**config.mk**
```make
export PLATFORM = sky130hd
export DESIGN_NAME = trigger_subsystem
export DESIGN_NICKNAME = d
export VERILOG_FILES = /design/src/rtl/trig_pkg.sv /design/src/rtl/trigger_stamp.sv /design/src/rtl/trigger_manager.sv /design/src/rtl/trigger_info_fifo.sv /design/src/rtl/trigger_subsystem.sv
export VERILOG_INCLUDE_DIRS = /design/src /design/src/include
export SDC_FILE = /design/constraint.sdc
export NUM_CORES = 1
export LEC_CHECK = 0
export BUFFER_PORTS_ARGS = -buffer_cell sky130_fd_sc_hd__buf_4
export CORE_UTILIZATION = 55
export CTS_BUF_LIST = sky130_fd_sc_hd__clkbuf_8 sky130_fd_sc_hd__clkbuf_16
export DETAILED_ROUTE_END_ITERATION = 10
export GPL_ROUTABILITY_DRIVEN = 0
export PLACE_DENSITY = 0.81
export SETUP_SLACK_MARGIN = 0.15
export SYNTH_ARGS = -nofsm -noshare
export SYNTH_HDL_FRONTEND = slang
export SYNTH_SLANG_ARGS = --single-unit
```
**constraint.sdc**
```tcl
create_clock -name clk -period 17.43 [get_ports clk]
set_input_delay 0.8715 -clock clk [delete_from_list [all_inputs] [get_ports clk]]
set_output_delay 0.8715 -clock clk [all_outputs]
set_load 0.01 [all_outputs]
```
**src/include/trig_defines.svh**
```systemverilog
// Trigger subsystem sizing.
// Channel count, field widths and the default FIFO depth.

`ifndef TRIG_DEFINES_SVH
`define TRIG_DEFINES_SVH

// channel FPGAs fed by the trigger manager
`define TRIG_NUM_CHAN 5

// field widths
`define TRIG_FILL_W 2
`define TRIG_DELAY_W 4
`define TRIG_WORD_W 64

// words held for the command manager
`define TRIG_FIFO_DEPTH 16

`endif

```
**src/rtl/trig_pkg.sv**
```systemverilog
// Trigger subsystem types.
// Field types, the config and channel control structs and the manager state.

`include "trig_defines.svh"

package trig_pkg;

  // one bit per channel FPGA
  typedef logic [`TRIG_NUM_CHAN-1:0] chan_mask_t;
  // muon fill, laser, pedestal
  typedef logic [`TRIG_FILL_W-1:0] fill_type_t;
  // trigger delay in clock cycles
  typedef logic [`TRIG_DELAY_W-1:0] trig_delay_t;
  // trigger number, timestamp or FIFO word
  typedef logic [`TRIG_WORD_W-1:0] trig_word_t;

  // trigger configuration, sampled on acceptance
  typedef struct packed {
    chan_mask_t  chan_en;
    fill_type_t  fill_type;
    trig_delay_t trig_delay;
  } trig_config_t;

  // strobes toward the channel FPGAs
  typedef struct packed {
    logic [`TRIG_NUM_CHAN*`TRIG_FILL_W-1:0] enable;
    chan_mask_t                             trig;
  } acq_ctrl_t;

  // manager FSM states
  typedef enum logic [2:0] {
    IDLE,
    DELAY,
    FILL,
    STORE_NUM,
    STORE_TIME
  } trig_state_t;

endpackage

```
**src/rtl/trigger_stamp.sv**
```systemverilog
// Trigger stamp.
// Counts accepted triggers and captures a free-running cycle count
// as the timestamp of each one.

`timescale 1ns/1ps

module trigger_stamp (
  input  logic                 clk,
  input  logic                 reset,

  // TTC channel B resets
  input  logic                 reset_trig_num,
  input  logic                 reset_trig_timestamp,

  // pulse from the manager
  input  logic                 trig_accept,

  output trig_pkg::trig_word_t trig_num,
  output trig_pkg::trig_word_t trig_timestamp
);

  import trig_pkg::*;

  // cycles since the last reset
  trig_word_t timestamp_cnt;

  // trigger counter, first trigger is number 1
  always_ff @(posedge clk) begin
    if (reset || reset_trig_num) begin
      trig_num <= '0;
    end else if (trig_accept) begin
      trig_num <= trig_num + trig_word_t'(1);
    end
  end

  // free-running count and capture on acceptance
  always_ff @(posedge clk) begin
    if (reset || reset_trig_timestamp) begin
      timestamp_cnt  <= '0;
      trig_timestamp <= '0;
    end else begin
      timestamp_cnt <= timestamp_cnt + trig_word_t'(1);
      if (trig_accept) begin
        trig_timestamp <= timestamp_cnt;
      end
    end
  end

  // one accept, one count
  a_num_step: assert property (
    @(posedge clk) disable iff (reset)
    (trig_accept && !reset_trig_num) |=> (trig_num == $past(trig_num) + trig_word_t'(1))
  ) else $error("trigger_stamp: trig_num did not step by one");

endmodule

```
**src/rtl/trigger_manager.sv**
```systemverilog
// Trigger manager FSM.
// Delays an accepted trigger, hands it to the enabled channel FPGAs,
// waits for all of them to finish, then pushes the trigger number and
// timestamp into the info FIFO.

`timescale 1ns/1ps
`include "trig_defines.svh"

module trigger_manager (
  input  logic                     clk,
  input  logic                     reset,

  // trigger and its configuration
  input  logic                     trigger,
  input  trig_pkg::trig_config_t   cfg,

  // channel FPGA interface
  input  trig_pkg::chan_mask_t     acq_done,
  output trig_pkg::acq_ctrl_t      acq,

  // stamp interface
  input  trig_pkg::trig_word_t     trig_num,
  input  trig_pkg::trig_word_t     trig_timestamp,
  output logic                     trig_accept,

  // info FIFO write side
  input  logic                     fifo_ready,
  output logic                     fifo_valid,
  output trig_pkg::trig_word_t     fifo_data,

  // status
  output trig_pkg::trig_state_t    state
);

  import trig_pkg::*;

  trig_state_t  next_state;
  trig_config_t cfg_q;
  trig_delay_t  delay_cnt;
  logic         word_done;
  logic         mask_done;

  // a trigger is taken only in IDLE and dropped otherwise
  assign trig_accept = (state == IDLE) && trigger;

  // word leaves the output stage this cycle
  assign word_done = fifo_valid && fifo_ready;

  // every enabled channel reports done
  assign mask_done = (acq_done == cfg_q.chan_en);

  // next state logic
  always_comb begin
    next_state = state;
    unique case (state)
      IDLE: begin
        if (trig_accept) begin
          // zero delay goes straight to the channels
          if (cfg.trig_delay == '0) begin
            next_state = FILL;
          end else begin
            next_state = DELAY;
          end
        end
      end
      DELAY: begin
        // counter was loaded with d-1 and gives d cycles here
        if (delay_cnt == '0) begin
          next_state = FILL;
        end
      end
      FILL: begin
        if (mask_done) begin
          next_state = STORE_NUM;
        end
      end
      STORE_NUM: begin
        if (word_done) begin
          next_state = STORE_TIME;
        end
      end
      STORE_TIME: begin
        if (word_done) begin
          next_state = IDLE;
        end
      end
      default: begin
        next_state = IDLE;
      end
    endcase
  end

  // channel strobes active only while filling
  always_comb begin
    acq = '0;
    if (state == FILL) begin
      acq.trig   = cfg_q.chan_en;
      // same fill type on every channel pair
      acq.enable = {`TRIG_NUM_CHAN{cfg_q.fill_type}};
    end
  end

  // state register and delay down-counter
  always_ff @(posedge clk) begin
    if (reset) begin
      state     <= IDLE;
      delay_cnt <= '0;
    end else begin
      state <= next_state;
      if (trig_accept) begin
        delay_cnt <= cfg.trig_delay - trig_delay_t'(1);
      end else if (state == DELAY) begin
        delay_cnt <= delay_cnt - trig_delay_t'(1);
      end
    end
  end

  // config held for the whole trigger
  always_ff @(posedge clk) begin
    if (trig_accept) begin
      cfg_q <= cfg;
    end
  end

  // registered FIFO output stage loaded from the next state
  always_ff @(posedge clk) begin
    if (reset) begin
      fifo_valid <= 1'b0;
    end else begin
      fifo_valid <= (next_state == STORE_NUM) || (next_state == STORE_TIME);
    end
  end

  // word loaded on entry only and held while the FIFO is full
  always_ff @(posedge clk) begin
    if (next_state != state) begin
      if (next_state == STORE_NUM) begin
        fifo_data <= trig_num;
      end else if (next_state == STORE_TIME) begin
        fifo_data <= trig_timestamp;
      end
    end
  end

  // stalled word must not change under the FIFO
  a_data_held: assert property (
    @(posedge clk) disable iff (reset)
    (fifo_valid && !fifo_ready) |=> (fifo_valid && $stable(fifo_data))
  ) else $error("trigger_manager: fifo word changed while stalled");

endmodule

```
**src/rtl/trigger_info_fifo.sv**
```systemverilog
// Trigger info FIFO.
// Synchronous first-word-fall-through buffer of trigger words
// for the command manager.

`timescale 1ns/1ps
`include "trig_defines.svh"

module trigger_info_fifo #(
  parameter int DEPTH = `TRIG_FIFO_DEPTH
) (
  input  logic                 clk,
  input  logic                 reset,

  // write side, from the trigger manager
  input  logic                 wr_valid,
  input  trig_pkg::trig_word_t wr_data,
  output logic                 wr_ready,

  // read side, toward the command manager
  input  logic                 rd_pop,
  output logic                 rd_valid,
  output trig_pkg::trig_word_t rd_data
);

  import trig_pkg::*;

  localparam int AW   = $clog2(DEPTH);
  localparam int CNTW = AW + 1;

  trig_word_t      mem [DEPTH];
  logic [AW-1:0]   wr_ptr;
  logic [AW-1:0]   rd_ptr;
  logic [CNTW-1:0] count;
  logic            push;
  logic            pop;

  // not full and not empty
  assign wr_ready = (count != CNTW'(DEPTH));
  assign rd_valid = (count != '0);

  // pop on an empty FIFO is ignored
  assign push = wr_valid && wr_ready;
  assign pop  = rd_pop && rd_valid;

  // head word drives the output directly
  assign rd_data = mem[rd_ptr];

  // storage
  always_ff @(posedge clk) begin
    if (push) begin
      mem[wr_ptr] <= wr_data;
    end
  end

  // pointers wrap naturally, DEPTH is a power of two
  always_ff @(posedge clk) begin
    if (reset) begin
      wr_ptr <= '0;
      rd_ptr <= '0;
      count  <= '0;
    end else begin
      if (push) begin
        wr_ptr <= wr_ptr + AW'(1);
      end
      if (pop) begin
        rd_ptr <= rd_ptr + AW'(1);
      end
      // push and pop together keep the count
      if (push && !pop) begin
        count <= count + CNTW'(1);
      end else if (pop && !push) begin
        count <= count - CNTW'(1);
      end
    end
  end

  // full FIFO takes nothing until a word is read
  a_no_push_full: assert property (
    @(posedge clk) disable iff (reset)
    (!wr_ready && !rd_pop) |=> (!wr_ready && $stable(wr_ptr))
  ) else $error("trigger_info_fifo: push while full");

  // empty FIFO gives nothing until a word is written
  a_no_pop_empty: assert property (
    @(posedge clk) disable iff (reset)
    (!rd_valid && !wr_valid) |=> (!rd_valid && $stable(rd_ptr))
  ) else $error("trigger_info_fifo: pop while empty");

endmodule

```
**src/rtl/trigger_subsystem.sv**
```systemverilog
// Trigger handling subsystem.
// Stamps incoming triggers, sequences the channel FPGAs and queues
// trigger number and timestamp for the command manager.

`timescale 1ns/1ps

module trigger_subsystem (
  input  logic                  clk,
  input  logic                  reset,
  input  logic                  reset_trig_num,
  input  logic                  reset_trig_timestamp,

  // trigger and configuration
  input  logic                  trigger,
  input  trig_pkg::trig_config_t cfg,

  // channel FPGA interface
  input  trig_pkg::chan_mask_t  acq_done,
  output trig_pkg::acq_ctrl_t   acq,

  // info FIFO read side
  input  logic                  info_read,
  output logic                  info_valid,
  output trig_pkg::trig_word_t  info_data,

  // status
  output trig_pkg::trig_state_t state,
  output trig_pkg::trig_word_t  trig_num,
  output trig_pkg::trig_word_t  trig_timestamp
);

  import trig_pkg::*;

  // manager to stamp
  logic       trig_accept;

  // manager to FIFO
  logic       fifo_valid;
  logic       fifo_ready;
  trig_word_t fifo_data;

  trigger_stamp u_stamp (
    .clk                  (clk),
    .reset                (reset),
    .reset_trig_num       (reset_trig_num),
    .reset_trig_timestamp (reset_trig_timestamp),
    .trig_accept          (trig_accept),
    .trig_num             (trig_num),
    .trig_timestamp       (trig_timestamp)
  );

  trigger_manager u_manager (
    .clk            (clk),
    .reset          (reset),
    .trigger        (trigger),
    .cfg            (cfg),
    .acq_done       (acq_done),
    .acq            (acq),
    .trig_num       (trig_num),
    .trig_timestamp (trig_timestamp),
    .trig_accept    (trig_accept),
    .fifo_ready     (fifo_ready),
    .fifo_valid     (fifo_valid),
    .fifo_data      (fifo_data),
    .state          (state)
  );

  // default depth
  trigger_info_fifo u_info_fifo (
    .clk      (clk),
    .reset    (reset),
    .wr_valid (fifo_valid),
    .wr_data  (fifo_data),
    .wr_ready (fifo_ready),
    .rd_pop   (info_read),
    .rd_valid (info_valid),
    .rd_data  (info_data)
  );

endmodule

```
==> results_dict.tcl <==
set metrics [dict create \
    status "finished clean" \
    tightest_slew_ns 1.22 \
    ctsResizeCount 0 \
    synthTopCellsByArea "edfxtp_1 (65%), mux4_2 (14%), dfxtp_1 (8.6%)" \
    post-route-drc-count 0 \
    vias_per_cell 6.48 \
    drtIter0Drc 3161 \
    synthArstFlopShare 0 \
    ff2ff_setup_slack_ns 13.59 \
    synthTopCellsByCount "edfxtp_1 (1,095), mux4_2 (320), dfxtp_1 (217), nand2_1 (185), a21oi_1 (126)" \
    synth.top_cell.area_share 0.649 \
    die_height_um 306 \
    holdPathStages 1 \
    ys.flop_type "edfxtp_1" \
    routed-via-count 27700 \
    whs_ns 0.343 \
    ys_warn_count 0 \
    cellPowerDensity_nw_per_um2 121 \
    core-area_um2 90600 \
    period_share 0.330 \
    hp-class "in2reg" \
    overflow 0 \
    critPathLaunchType "flip-flop" \
    hold_viol 0 \
    timing.fmax_mhz 174 \
    rr_endpoint "u_stamp.trig_num[58]$_SDFFE_PP0P_" \
    insertion_delay_ns 0.70 \
    slew_violations 0 \
    root_buffer "clkbuf_16" \
    area_growth_pct 14.7 \
    crit_path_end "info_data[52]" \
    clock_sinks 1312 \
    finalCriticalPeriod_ns 5.75 \
    finalClockSkew_ns 0.0394 \
    fin_setup_tns_ns 0 \
    start_util 0.559 \
    cap_violations 0 \
    slew_headroom 0.181 \
    grt_max_degree 141 \
    syn_avg_cell_area_um2 18.6 \
    place_ws_ns 12.32 \
    ys_ff_latch 1312 \
    pin_count 233 \
    post_drt_wl_per_cell_um 29.8 \
    numPortBuffers 232 \
    ys_seq_area_frac 0.735 \
    drtAntennaViolNets 0 \
    cts_buffers 121 \
    reg2reg_depth 7 \
    crit_required_ns 16.56 \
    synth_cells 2725 \
    synth.most_common_cell "edfxtp_1" \
    fin_ws_ns 11.68 \
    antenna_found_initial 0 \
    wl_mm 127 \
    rsz0062_at_grt "no" \
    synth_area_leader_cell "edfxtp_1" \
    r2r_start "u_manager.state[1]$_SDFF_PP0_" \
    synth_nets 2760 \
    clk_pin_slew_ns 0.07 \
    drtPass1Iterations 6 \
    endpoint_kind "output port" \
    finish.net_count 3023 \
    hpwlAfterDp_mm 70.6 \
    critPathKind "reg2out" \
    arrival_ns 4.88 \
    yosysUniqueCellTypes 57 \
    h-tree-depth 3 \
    grt_usage 0.274 \
    hold_buffers 0 \
    num-fill-cells 5869 \
    die_w_um 306 \
    leakagePower_nw 18.1 \
    syn_area_um2 50700 \
    drive_gt1_frac 0.284 \
    crit_fanout 124 \
    ir_drop_v 0.0000907 \
    rows 110 \
    grt_pass1_wl_mm 186 \
    postCtsSetupRepairBufs 0 \
    setup-violations-final 0 \
    grt_pass1_vias 28300 \
    synth_edf_count 1095 \
    clock_path_buffers 3 \
    die_area_um2 93300 \
    tritoncts "built" \
]
==> flip-flops by register name (all words and copies together), names as in the netlist, 5 cells and up, named ones only <==
register,count
u_info_fifo.mem,1024
u_manager.fifo_data,64
u_stamp.timestamp_cnt,64
u_stamp.trig_num,64
u_stamp.trig_timestamp,64
u_manager.cfg_q,7
u_info_fifo.count,5
==> routing by layer <==
| layer | vias to the layer above | GRT usage | wire length [um] |
|---|---|---|---|
| met4 | 2 | 0.0973 | 4540 |
| met3 | 263 | 0.0566 | 12900 |
| met5 | - | 0 | 92 |
| met2 | 1627 | 0.444 | 62000 |
| met1 | 14400 | 0.373 | 47900 |
| li1 | 11500 | - | - |
==> per-stage QoR <==
step,cell area (um^2),utilization,std cells,power [W]
final,58100,0.642,4275,0.00703
after global routing,58100,0.642,4273,0.00724
after CTS,58100,0.642,4273,0.00707
after detailed placement,53900,0.595,4041,0.00432
after global placement,53900,0.595,4041,0.00429
after floorplan,50700,-,2725,0.00408
==> worst min-delay path by stage <==
stage | endpoint | slack [ns] | start
finish | u_manager.cfg_q[7]$_DFFE_PP_ | 0.34 | cfg[7]
global placement | u_stamp.trig_timestamp[63]$_SDFFE_PP0P_ | 0.45 | u_stamp.timestamp_cnt[63]$_SDFF_PP0_
detailed placement | u_stamp.trig_timestamp[63]$_SDFFE_PP0P_ | 0.46 | u_stamp.timestamp_cnt[63]$_SDFF_PP0_
CTS | u_manager.cfg_q[7]$_DFFE_PP_ | 0.31 | cfg[7]
global route | u_manager.cfg_q[4]$_DFFE_PP_ | 0.32 | cfg[4]
floorplan | u_stamp.trig_timestamp[63]$_SDFFE_PP0P_ | 0.44 | u_stamp.timestamp_cnt[63]$_SDFF_PP0_
==> cells in the final DEF (no fill, tap or decap), drive strengths merged, types with 21 or more instances in the layout <==
master	synthesis	routed
dfxtp	217	217
xnor2	33	33
inv	28	52
mux4	320	320
o21ai	43	43
nand4	59	59
mux2	64	64
nand2	186	186
buf	55	284
xor2	55	55
a21oi	126	126
or3	39	39
clkbuf	89	134
nor2	118	118
nor4	21	21
nor3	21	21
edfxtp	1095	1095
nand3	42	42
clkinv	0	47
==> critical path: stages, from the launching register on <==
cell	delay, ns
dfxtp_4	0.89
buf_12	0.82
buf_4	0.96
mux4_2	0.66
mux4_2	0.52
buf_4	0.17
==> kinds of logic after synthesis <==
group	after synthesis	share of synthesized area
muxes	388	0.157
AOI/OAI and AO/OA	193	0.0203
DFF	1312	0.735
and+or+nand+nor	559	0.0555
adders and majority gates	13	0.00336
buffers and inverters	172	0.0136
xor gates and xnor gates	88	0.0152
==> area by class of cell <==
class | instances | area [um^2] | area share
antenna | 2 | 5.00 | 0.0000861
sequential | 1312 | 37200 | 0.641
inverter | 28 | 106 | 0.00183
tap | 1176 | 1470 | 0.0253
multi-input combinational | 1241 | 12900 | 0.222
timing repair buffer | 284 | 2160 | 0.0371
clock buffer | 134 | 3290 | 0.0565
clock inverter | 98 | 987 | 0.0170
==> where the power goes <==
group	internal, W	switching [W]	leakage (nW)	total (W)
Clock	0.00162	0.00116	2.17	0.00278
Combinational	0.000443	0.000372	4.63	0.000815
Sequential	0.00338	0.0000544	11.3	0.00343
No activity file was read; power rests on OpenSTA's default activity.
